--- config.mk ---
export PLATFORM = sky130hd
export DESIGN_NAME = core_mem_top
export DESIGN_NICKNAME = d
export VERILOG_FILES = /design/src/logic/mem_sys_pkg.sv /design/src/logic/icache.sv /design/src/logic/dcache.sv /design/src/logic/memory_controller.sv /design/src/logic/core_mem_top.sv
export SDC_FILE = /design/constraint.sdc
export NUM_CORES = 1
export LEC_CHECK = 0
export ABC_AREA = 0
export ABC_CLOCK_PERIOD_IN_PS = 14850
export BUFFER_PORTS_ARGS = -buffer_cell sky130_fd_sc_hd__buf_4
export CAP_MARGIN = 20
export CORE_MARGIN = 2
export CORE_UTILIZATION = 55
export CTS_CLUSTER_SIZE = 25
export DETAILED_ROUTE_END_ITERATION = 8
export GPL_TIMING_DRIVEN = 0
export HOLD_SLACK_MARGIN = 0.03
export PLACE_DENSITY = 0.82
export SYNTH_ARGS = -nofsm -noshare
export SYNTH_HDL_FRONTEND = slang
export SYNTH_SLANG_ARGS = --single-unit
--- constraint.sdc ---
create_clock -name CLK -period 14.85 [get_ports CLK]
set_input_delay 1.485 -clock CLK [delete_from_list [all_inputs] [get_ports CLK]]
set_output_delay 1.485 -clock CLK [all_outputs]
set_load 0.05 [all_outputs]
--- src/logic/mem_sys_pkg.sv ---
/*
  shared widths, cache geometry and address split for the memory side
  state enums for the cache fill FSMs and the bus arbiter
*/
package mem_sys_pkg;

  // data and address width of every port
  localparam int word_w = 32;

  // one word per line, so bits 1:0 only select a byte
  localparam int word_off_w = 2;

  // instruction cache geometry
  localparam int icache_lines = 8;
  localparam int icache_idx_w = 3;
  // tag covers everything above index and byte offset
  localparam int icache_tag_w = word_w - icache_idx_w - word_off_w;

  // data cache geometry
  localparam int dcache_lines = 8;
  localparam int dcache_idx_w = 3;
  localparam int dcache_tag_w = word_w - dcache_idx_w - word_off_w;

  // cache side FSM
  // idle serves hits, fill waits on the controller
  typedef enum logic {
    idle,
    fill
  } cache_state_t;

  // memory controller grant
  // one cycle in arb_idle between any two grants
  typedef enum logic [1:0] {
    arb_idle,
    serve_i,
    serve_d
  } arb_state_t;

endpackage

--- src/logic/icache.sv ---
/*
  direct-mapped read-only instruction cache, one word per line
  fill FSM toward the memory controller, halt gate on fetches
*/
module icache (
  input  logic                           CLK,
  input  logic                           nRST,
  input  logic                           halt,
  input  logic [mem_sys_pkg::word_w-1:0] i_addr,
  input  logic                           i_ren,
  input  logic [mem_sys_pkg::word_w-1:0] ic_rdata,
  input  logic                           ic_busy,
  output logic [mem_sys_pkg::word_w-1:0] i_rdata,
  output logic                           i_busy,
  output logic [mem_sys_pkg::word_w-1:0] ic_addr,
  output logic                           ic_ren
);

  // address split
  logic [mem_sys_pkg::icache_idx_w-1:0] idx;
  logic [mem_sys_pkg::icache_tag_w-1:0] tag;

  // line storage
  logic [mem_sys_pkg::icache_tag_w-1:0] tag_arr  [mem_sys_pkg::icache_lines];
  logic [mem_sys_pkg::word_w-1:0]       data_arr [mem_sys_pkg::icache_lines];
  logic [mem_sys_pkg::icache_lines-1:0] valid;

  logic hit;
  logic fill_done;
  mem_sys_pkg::cache_state_t state, state_nxt;

  assign idx = i_addr[mem_sys_pkg::icache_idx_w+mem_sys_pkg::word_off_w-1:mem_sys_pkg::word_off_w];
  assign tag = i_addr[mem_sys_pkg::word_w-1:mem_sys_pkg::icache_idx_w+mem_sys_pkg::word_off_w];

  assign hit = valid[idx] && (tag_arr[idx] == tag);
  // controller answered this cycle
  assign fill_done = (state == mem_sys_pkg::fill) && !ic_busy;

  // next state
  always_comb begin
    state_nxt = state;
    case (state)
      mem_sys_pkg::idle: begin
        // halted core starts no new misses
        if (i_ren && !hit && !halt) begin
          state_nxt = mem_sys_pkg::fill;
        end
      end
      mem_sys_pkg::fill: begin
        if (!ic_busy) begin
          state_nxt = mem_sys_pkg::idle;
        end
      end
      default: state_nxt = mem_sys_pkg::idle;
    endcase
  end

  always_ff @(posedge CLK, negedge nRST) begin
    if (!nRST) begin
      state <= mem_sys_pkg::idle;
    end else begin
      state <= state_nxt;
    end
  end

  // valid bits, cleared on reset and set by a finished fill
  always_ff @(posedge CLK, negedge nRST) begin
    if (!nRST) begin
      valid <= '0;
    end else if (fill_done) begin
      valid[idx] <= 1'b1;
    end
  end

  always_ff @(posedge CLK) begin
    if (fill_done) begin
      tag_arr[idx]  <= tag;
      data_arr[idx] <= ic_rdata;
    end
  end

  // miss port, word aligned
  // a fill already on the bus runs to completion even if halt rises
  assign ic_ren  = (state == mem_sys_pkg::fill);
  assign ic_addr = {i_addr[mem_sys_pkg::word_w-1:mem_sys_pkg::word_off_w],
                    {mem_sys_pkg::word_off_w{1'b0}}};

  // forward the fill word, else read the array
  assign i_rdata = fill_done ? ic_rdata : data_arr[idx];

  // zero latency on a hit, halt stalls every fetch
  assign i_busy = i_ren && (halt ||
                  !(((state == mem_sys_pkg::idle) && hit) || fill_done));

  // the fetch stage must hold its address for the whole fill
  ic_addr_stable: assert property (
    @(posedge CLK) disable iff (!nRST)
    (ic_ren && ic_busy) |=> (ic_ren && $stable(ic_addr))
  );

endmodule

--- src/logic/dcache.sv ---
/*
  direct-mapped data cache, write-through and no-write-allocate
  read misses fill one word, every write goes out to memory
*/
module dcache (
  input  logic                           CLK,
  input  logic                           nRST,
  input  logic [mem_sys_pkg::word_w-1:0] d_addr,
  input  logic                           d_ren,
  input  logic                           d_wen,
  input  logic [mem_sys_pkg::word_w-1:0] d_wdata,
  input  logic [mem_sys_pkg::word_w-1:0] dc_rdata,
  input  logic                           dc_busy,
  output logic [mem_sys_pkg::word_w-1:0] d_rdata,
  output logic                           d_busy,
  output logic [mem_sys_pkg::word_w-1:0] dc_addr,
  output logic                           dc_ren,
  output logic                           dc_wen,
  output logic [mem_sys_pkg::word_w-1:0] dc_wdata
);

  // address split
  logic [mem_sys_pkg::dcache_idx_w-1:0] idx;
  logic [mem_sys_pkg::dcache_tag_w-1:0] tag;

  // line storage
  logic [mem_sys_pkg::dcache_tag_w-1:0] tag_arr  [mem_sys_pkg::dcache_lines];
  logic [mem_sys_pkg::word_w-1:0]       data_arr [mem_sys_pkg::dcache_lines];
  logic [mem_sys_pkg::dcache_lines-1:0] valid;

  logic hit;
  logic read_hit;
  logic xfer_done;
  logic fill_done;
  logic write_upd;
  mem_sys_pkg::cache_state_t state, state_nxt;

  assign idx = d_addr[mem_sys_pkg::dcache_idx_w+mem_sys_pkg::word_off_w-1:mem_sys_pkg::word_off_w];
  assign tag = d_addr[mem_sys_pkg::word_w-1:mem_sys_pkg::dcache_idx_w+mem_sys_pkg::word_off_w];

  assign hit      = valid[idx] && (tag_arr[idx] == tag);
  assign read_hit = (state == mem_sys_pkg::idle) && d_ren && hit;

  // fill state doubles as the write transfer state
  assign xfer_done = (state == mem_sys_pkg::fill) && !dc_busy;
  assign fill_done = xfer_done && d_ren;
  // write-through, refresh the word only when the line is present
  assign write_upd = xfer_done && d_wen && hit;

  always_comb begin
    state_nxt = state;
    case (state)
      mem_sys_pkg::idle: begin
        // read miss or any write needs the bus
        if ((d_ren && !hit) || d_wen) begin
          state_nxt = mem_sys_pkg::fill;
        end
      end
      mem_sys_pkg::fill: begin
        if (!dc_busy) begin
          state_nxt = mem_sys_pkg::idle;
        end
      end
      default: state_nxt = mem_sys_pkg::idle;
    endcase
  end

  always_ff @(posedge CLK, negedge nRST) begin
    if (!nRST) begin
      state <= mem_sys_pkg::idle;
    end else begin
      state <= state_nxt;
    end
  end

  // write misses leave valid untouched
  always_ff @(posedge CLK, negedge nRST) begin
    if (!nRST) begin
      valid <= '0;
    end else if (fill_done) begin
      valid[idx] <= 1'b1;
    end
  end

  always_ff @(posedge CLK) begin
    if (fill_done) begin
      tag_arr[idx]  <= tag;
      data_arr[idx] <= dc_rdata;
    end else if (write_upd) begin
      data_arr[idx] <= d_wdata;
    end
  end

  // memory side, request levels follow the held pipeline request
  assign dc_ren   = (state == mem_sys_pkg::fill) && d_ren;
  assign dc_wen   = (state == mem_sys_pkg::fill) && d_wen;
  assign dc_addr  = {d_addr[mem_sys_pkg::word_w-1:mem_sys_pkg::word_off_w],
                     {mem_sys_pkg::word_off_w{1'b0}}};
  assign dc_wdata = d_wdata;

  assign d_rdata = fill_done ? dc_rdata : data_arr[idx];

  // hits finish at once, writes wait for memory
  assign d_busy = (d_ren || d_wen) && !(read_hit || xfer_done);

  // memory stage issues one operation at a time
  d_req_onehot: assert property (
    @(posedge CLK) disable iff (!nRST)
    !(d_ren && d_wen)
  );

  dc_req_onehot: assert property (
    @(posedge CLK) disable iff (!nRST)
    !(dc_ren && dc_wen)
  );

endmodule

--- src/logic/memory_controller.sv ---
/*
  arbiter merging icache and dcache misses onto one word bus
  fixed data-first priority, grant held until the bus drops busy
*/
module memory_controller (
  input  logic                           CLK,
  input  logic                           nRST,
  input  logic [mem_sys_pkg::word_w-1:0] ic_addr,
  input  logic                           ic_ren,
  input  logic [mem_sys_pkg::word_w-1:0] dc_addr,
  input  logic                           dc_ren,
  input  logic                           dc_wen,
  input  logic [mem_sys_pkg::word_w-1:0] dc_wdata,
  input  logic [mem_sys_pkg::word_w-1:0] bus_rdata,
  input  logic                           bus_busy,
  output logic [mem_sys_pkg::word_w-1:0] ic_rdata,
  output logic                           ic_busy,
  output logic [mem_sys_pkg::word_w-1:0] dc_rdata,
  output logic                           dc_busy,
  output logic [mem_sys_pkg::word_w-1:0] bus_addr,
  output logic                           bus_ren,
  output logic                           bus_wen,
  output logic [mem_sys_pkg::word_w-1:0] bus_wdata
);

  mem_sys_pkg::arb_state_t state, state_nxt;

  logic grant_i;
  logic grant_d;

  assign grant_i = (state == mem_sys_pkg::serve_i);
  assign grant_d = (state == mem_sys_pkg::serve_d);

  always_comb begin
    state_nxt = state;
    case (state)
      mem_sys_pkg::arb_idle: begin
        // data side wins a tie
        if (dc_ren || dc_wen) begin
          state_nxt = mem_sys_pkg::serve_d;
        end else if (ic_ren) begin
          state_nxt = mem_sys_pkg::serve_i;
        end
      end
      mem_sys_pkg::serve_i, mem_sys_pkg::serve_d: begin
        // transfer done, back to idle for one cycle
        if (!bus_busy) begin
          state_nxt = mem_sys_pkg::arb_idle;
        end
      end
      default: state_nxt = mem_sys_pkg::arb_idle;
    endcase
  end

  always_ff @(posedge CLK, negedge nRST) begin
    if (!nRST) begin
      state <= mem_sys_pkg::arb_idle;
    end else begin
      state <= state_nxt;
    end
  end

  // bus follows the granted side
  assign bus_addr  = grant_i ? ic_addr : dc_addr;
  assign bus_ren   = (grant_i && ic_ren) || (grant_d && dc_ren);
  assign bus_wen   = grant_d && dc_wen;
  // only the data side ever writes
  assign bus_wdata = dc_wdata;

  assign ic_rdata = bus_rdata;
  assign dc_rdata = bus_rdata;

  // granted side sees the bus busy, the other stalls on its own request
  assign ic_busy = grant_i ? bus_busy : ic_ren;
  assign dc_busy = grant_d ? bus_busy : (dc_ren || dc_wen);

  bus_req_onehot: assert property (
    @(posedge CLK) disable iff (!nRST)
    !(bus_ren && bus_wen)
  );

endmodule

--- src/logic/core_mem_top.sv ---
/*
  memory side top level, icache and dcache behind one controller
  sticky halt latch set by a retired halt instruction
*/
module core_mem_top (
  input  logic                           CLK,
  input  logic                           nRST,
  input  logic                           halt_req,
  input  logic [mem_sys_pkg::word_w-1:0] i_addr,
  input  logic                           i_ren,
  input  logic [mem_sys_pkg::word_w-1:0] d_addr,
  input  logic                           d_ren,
  input  logic                           d_wen,
  input  logic [mem_sys_pkg::word_w-1:0] d_wdata,
  input  logic [mem_sys_pkg::word_w-1:0] bus_rdata,
  input  logic                           bus_busy,
  output logic                           halt,
  output logic [mem_sys_pkg::word_w-1:0] i_rdata,
  output logic                           i_busy,
  output logic [mem_sys_pkg::word_w-1:0] d_rdata,
  output logic                           d_busy,
  output logic [mem_sys_pkg::word_w-1:0] bus_addr,
  output logic                           bus_ren,
  output logic                           bus_wen,
  output logic [mem_sys_pkg::word_w-1:0] bus_wdata
);

  // icache miss port
  logic [mem_sys_pkg::word_w-1:0] ic_addr;
  logic                           ic_ren;
  logic [mem_sys_pkg::word_w-1:0] ic_rdata;
  logic                           ic_busy;

  // dcache miss and write port
  logic [mem_sys_pkg::word_w-1:0] dc_addr;
  logic                           dc_ren;
  logic                           dc_wen;
  logic [mem_sys_pkg::word_w-1:0] dc_wdata;
  logic [mem_sys_pkg::word_w-1:0] dc_rdata;
  logic                           dc_busy;

  // halt stays set until reset
  always_ff @(posedge CLK, negedge nRST) begin
    if (!nRST) begin
      halt <= 1'b0;
    end else if (halt_req) begin
      halt <= 1'b1;
    end
  end

  icache icache_inst (
    .CLK     (CLK),
    .nRST    (nRST),
    .halt    (halt),
    .i_addr  (i_addr),
    .i_ren   (i_ren),
    .ic_rdata(ic_rdata),
    .ic_busy (ic_busy),
    .i_rdata (i_rdata),
    .i_busy  (i_busy),
    .ic_addr (ic_addr),
    .ic_ren  (ic_ren)
  );

  dcache dcache_inst (
    .CLK     (CLK),
    .nRST    (nRST),
    .d_addr  (d_addr),
    .d_ren   (d_ren),
    .d_wen   (d_wen),
    .d_wdata (d_wdata),
    .dc_rdata(dc_rdata),
    .dc_busy (dc_busy),
    .d_rdata (d_rdata),
    .d_busy  (d_busy),
    .dc_addr (dc_addr),
    .dc_ren  (dc_ren),
    .dc_wen  (dc_wen),
    .dc_wdata(dc_wdata)
  );

  // single external bus, one transfer in flight
  memory_controller mc_inst (
    .CLK      (CLK),
    .nRST     (nRST),
    .ic_addr  (ic_addr),
    .ic_ren   (ic_ren),
    .dc_addr  (dc_addr),
    .dc_ren   (dc_ren),
    .dc_wen   (dc_wen),
    .dc_wdata (dc_wdata),
    .bus_rdata(bus_rdata),
    .bus_busy (bus_busy),
    .ic_rdata (ic_rdata),
    .ic_busy  (ic_busy),
    .dc_rdata (dc_rdata),
    .dc_busy  (dc_busy),
    .bus_addr (bus_addr),
    .bus_ren  (bus_ren),
    .bus_wen  (bus_wen),
    .bus_wdata(bus_wdata)
  );

endmodule

==> impl_summary.txt <==
----------------------------------------------------
[STA]
  Hold_ws ... 473 ps
  Setup repair after global routing missed its margin ... no
  Post-route clock skew ... ~27 ps
  Share of the clock period used by the worst path after layout ... 0.509
  Measured slew at the worst slew-check pin ... 1100 ps
  Minimum clock period after layout ... 7560 ps
  Rel. slew slack ... 0.269
  Number of setup violations in the final report ... 0
  Fmax ... roughly 0.13 GHz
  Pins over their slew limit ... 0
  Final-report hold violation count ... 0

[Floorplanning]
  Row cnt ... just under 100
  Core outline area ... approximately 70000 sq um
  Starting density of the core ... 0.554
  Boundary Pins ... 268
  Width of the die ... around 270 um
  DIE HEIGHT ... 269 um
  Die area ... 72400 sq um

[Setup path]
  Number of cell instances on the worst register-to-register path ... 10
  Ordered cell list for the critical path ... clkbuf_1, clkbuf_1, buf_2, clkbuf_1, clkbuf_1, buf_1, o21ai_0, o21ai_0, buf_4
  Worst Path Arrival ... just over 6000 ps
  Data required time at the worst endpoint ... roughly 13000 ps
  Worst path bufs/invs ... 7
  Category of cells accounting for the largest share of critical-path delay ... buffers and inverters
  Critical path peak fanout ... 10
  Highest cell delay on the worst timing path ... 780 ps
  Critical path endpoint category ... output pin
  Cell occurring most often along the worst timing path ... clkbuf_1
  CP Launch Type ... primary input
  Highest-delay cell along the critical path ... clkbuf_1
  Startpoint-to-endpoint class of the critical path ... in2out
  Crit path depth ... 9

[Global routing]
  Maximum number of pins on one net before global-route repair ... 29
  Number of global-route vias before repair ... 23500
  Remaining Overflow, GRT ... 0
  Number of antenna violations at the first check in global routing ... 9
  Global-route usage over all layers ... 0.294
  Wire length of the first global-routing pass ... 153 mm

[Detailed routing]
  Per-cell routed wire length ... 29.8 um
  # DRC ... 0
  Count of antenna-violating nets left after detailed routing ... 0
  Sum of routed wire length over all layers ... 108 mm
  Via count ... 23800
  Via count normalized by instance count ... 6.59
  Initial DRC Count ... about 3500
  Number of iterations in the first detailed-routing pass ... 7

[CTS]
  Number of buffers created by CTS ... 87
  Hold-fix buffers at CTS ... 0
  Clock tree from TritonCTS ... built
  Clock latency reported for the late side of the worst-skew pair ... ~650 ps
  Post-CTS sizing ... 0
  Number of setup buffers added after CTS ... 0
  Buffers from clock root to sink, at most ... 3
  TritonCTS Sinks ... 965
  CTS root buf ... clkbuf_16
  Clk pin slew, worst setup/hold paths ... 60 ps
  CTS H-Tree Depth ... 3

[Logic synthesis]
  Number of flops mapped to enable cells by yosys ... around 940
  Async set-reset flop share out of synthesis ... 0.0218
  Library cell occupying the most area in the post-synthesis netlist ... edfxtp_1
  Synth Area per Inst ... around 18 sq um
  Dominant register cell in the synthesized netlist ... edfxtp_1
  Flip-flop and latch count after synthesis ... 965
  Proportion of netlist area held by the largest area contributor ... 0.734
  Top cells by area, synth ... edfxtp_1, mux4_2, mux2i_1, mux2_2, a221oi_1
  Instance count of the mapped netlist ... between 2000 and 2500
  Distinct cells, synth ... 53
  Share of synthesized area occupied by flip-flops and latches ... 0.747
  Mapped cell area ... about 39000 sq um
  Total of warnings raised by yosys ... 0

[Hold path]
  Hold Crit Depth ... 1
  Path class of the lowest-slack min-delay path ... reg2reg

[Placed design]
  Final weighted congestion in routability-driven placement ... about 0.85
  Post-detailed-placement half-perimeter wirelength ... 70.8 mm
  Port bufs ... 258
  DP Cell Count ... between 3000 and 4000

[Run status]
  Status ... complete, no violations

[Cells and area]
  Total Nets Final ... between 2000 and 3000
  Growth of design area from synthesis to finish ... 18.0%
  Fraction of layout cells with a size suffix above 1 ... 0.272
  Post-route non-filler standard cell count ... ~3600
  Filler cells ... 4328

[Power and ir drop]
  Sum of internal, switching and leakage power ... 6.01 mW
  LEAKAGE ... 15.5 nW
  Highest ir drop seen on vdd ... 0.0000830 V
  Pwr Density ... 132 nW/um^2

[Run]
  Max capacitance violation total ... 0

----------------------------------------------------
==> worst reg2reg max path: cells and delay by family, from the launching register on <==
| kind | cells | cell delay (ps) |
|---|---|---|
| compound gates | 1 | 490 |
| xor+xnor | 1 | 110 |
| buf+inv | 2 | 470 |
| flops | 1 | 420 |
| mux | 2 | 730 |
| simple gates | 4 | 1990 |
==> metal layers <==
| metal | up-vias | routed length, um | track usage |
|---|---|---|---|
| li1 | 9577 | - | - |
| met1 | 11800 | 36400 | 0.380 |
| met2 | 1972 | 51300 | 0.471 |
| met3 | 392 | 13700 | 0.0631 |
| met4 | 10 | 6060 | 0.157 |
| met5 | - | 68 | 0 |
==> placed cells by master (no fill, tap or decap), drive strengths merged, types with 3 or more instances in the layout <==
| cell type | instances |
|---|---|
| o22ai | 13 |
| dfrtp | 21 |
| clkinvlp | 6 |
| and2 | 8 |
| mux2 | 123 |
| nand2b | 3 |
| o211ai | 3 |
| nand3 | 10 |
| o21ai | 30 |
| o22a | 6 |
| xor2 | 19 |
| nor2 | 118 |
| nor2b | 15 |
| edfxtp | 944 |
| nand4 | 6 |
| a211oi | 6 |
| a21oi | 73 |
| buf | 405 |
| and3 | 8 |
| a31oi | 38 |
| nor3 | 15 |
| a22oi | 45 |
| ha | 3 |
| diode | 6 |
| a221oi | 87 |
| inv | 8 |
| clkinv | 37 |
| or2 | 20 |
| nor4 | 8 |
| nand2 | 65 |
| mux4 | 81 |
| a22o | 55 |
| xnor2 | 25 |
| mux2i | 138 |
| clkbuf | 197 |
==> area by class of cell <==
cell class,count,area [sq um],share of cell area
flip-flops and latches,965,28900,0.633
clock inverters,48,297,0.00650
diodes,6,15.0,0.000329
inverters,5,18.8,0.000412
clock buffers,113,2400,0.0526
repair buffers,329,2930,0.0642
well taps,940,1180,0.0258
plain buffers,160,779,0.0171
multi-input cells,1042,9120,0.200
==> cells in the mapped netlist, types with 21 or more instances <==
| cell type | n |
|---|---|
| a21oi_1 | 73 |
| a221oi_1 | 87 |
| a22o_1 | 55 |
| a22oi_1 | 45 |
| a31oi_1 | 38 |
| buf_1 | 26 |
| buf_4 | 41 |
| clkbuf_1 | 83 |
| dfrtp_1 | 21 |
| edfxtp_1 | 944 |
| mux2_1 | 30 |
| mux2_2 | 93 |
| mux2i_1 | 138 |
| mux4_2 | 81 |
| nand2_1 | 65 |
| nor2_1 | 118 |
| o21ai_0 | 30 |
| xnor2_1 | 25 |
==> sequential cells by signal, indices dropped and copies added, names as in the netlist <==
signal and cells:
mc_inst.state 2, icache_inst.tag_arr 216, icache_inst.valid 8, halt 1
dcache_inst.data_arr 256, icache_inst.data_arr 256, icache_inst.ic_ren 1, dcache_inst.tag_arr 216
dcache_inst.valid 8, dcache_inst.state 1
==> cells by family after synthesis <==
group                      share of synthesized area
AOI/OAI and AO/OA                             0.0685
adders and majority gates                   0.000972
and+or+nand+nor                               0.0337
DFF                                            0.747
buffers and inverters                         0.0207
xor gates and xnor gates                     0.00997
muxes                                          0.119
other                                      0.0000971
==> path summary, 6_finish.rpt <==
kind / start / end / slack (ps)
min reg2reg: icache_inst.valid[7]$_DFFE_PN0P_ / icache_inst.valid[7]$_DFFE_PN0P_ / 470
min: icache_inst.valid[7]$_DFFE_PN0P_ / icache_inst.valid[7]$_DFFE_PN0P_ / 470
min in group asynchronous: nRST / dcache_inst.valid[3]$_DFFE_PN0P_ / 730
max: i_addr[2] / i_rdata[5] / 7290
max reg2reg: dcache_inst.tag_arr[3][16]$_DFFE_PP_ / dcache_inst.data_arr[6][19]$_DFFE_PP_ / 10350
max in group asynchronous: nRST / icache_inst.valid[0]$_DFFE_PN0P_ / 13870
==> stage by stage <==
stage               utilization  setup TNS (ps)  area, sq um  setup slack, ps
global placement          0.598          -24540        41800             -673
global route              0.653               0        45600             7080
detailed placement        0.614               0        42900             7490
CTS                       0.653               0        45600             7410
floorplan                     -               0        38600             5750
finish                    0.654               0        45600             7290
==> where the power goes <==
part	internal [mW]	switching [mW]	total, mW
Sequential	3.03	0.0235	3.06
Clock	1.18	0.974	2.15
Combinational	0.255	0.542	0.796
Total	4.47	1.54	6.01
(Power assumes the default switching activity.)
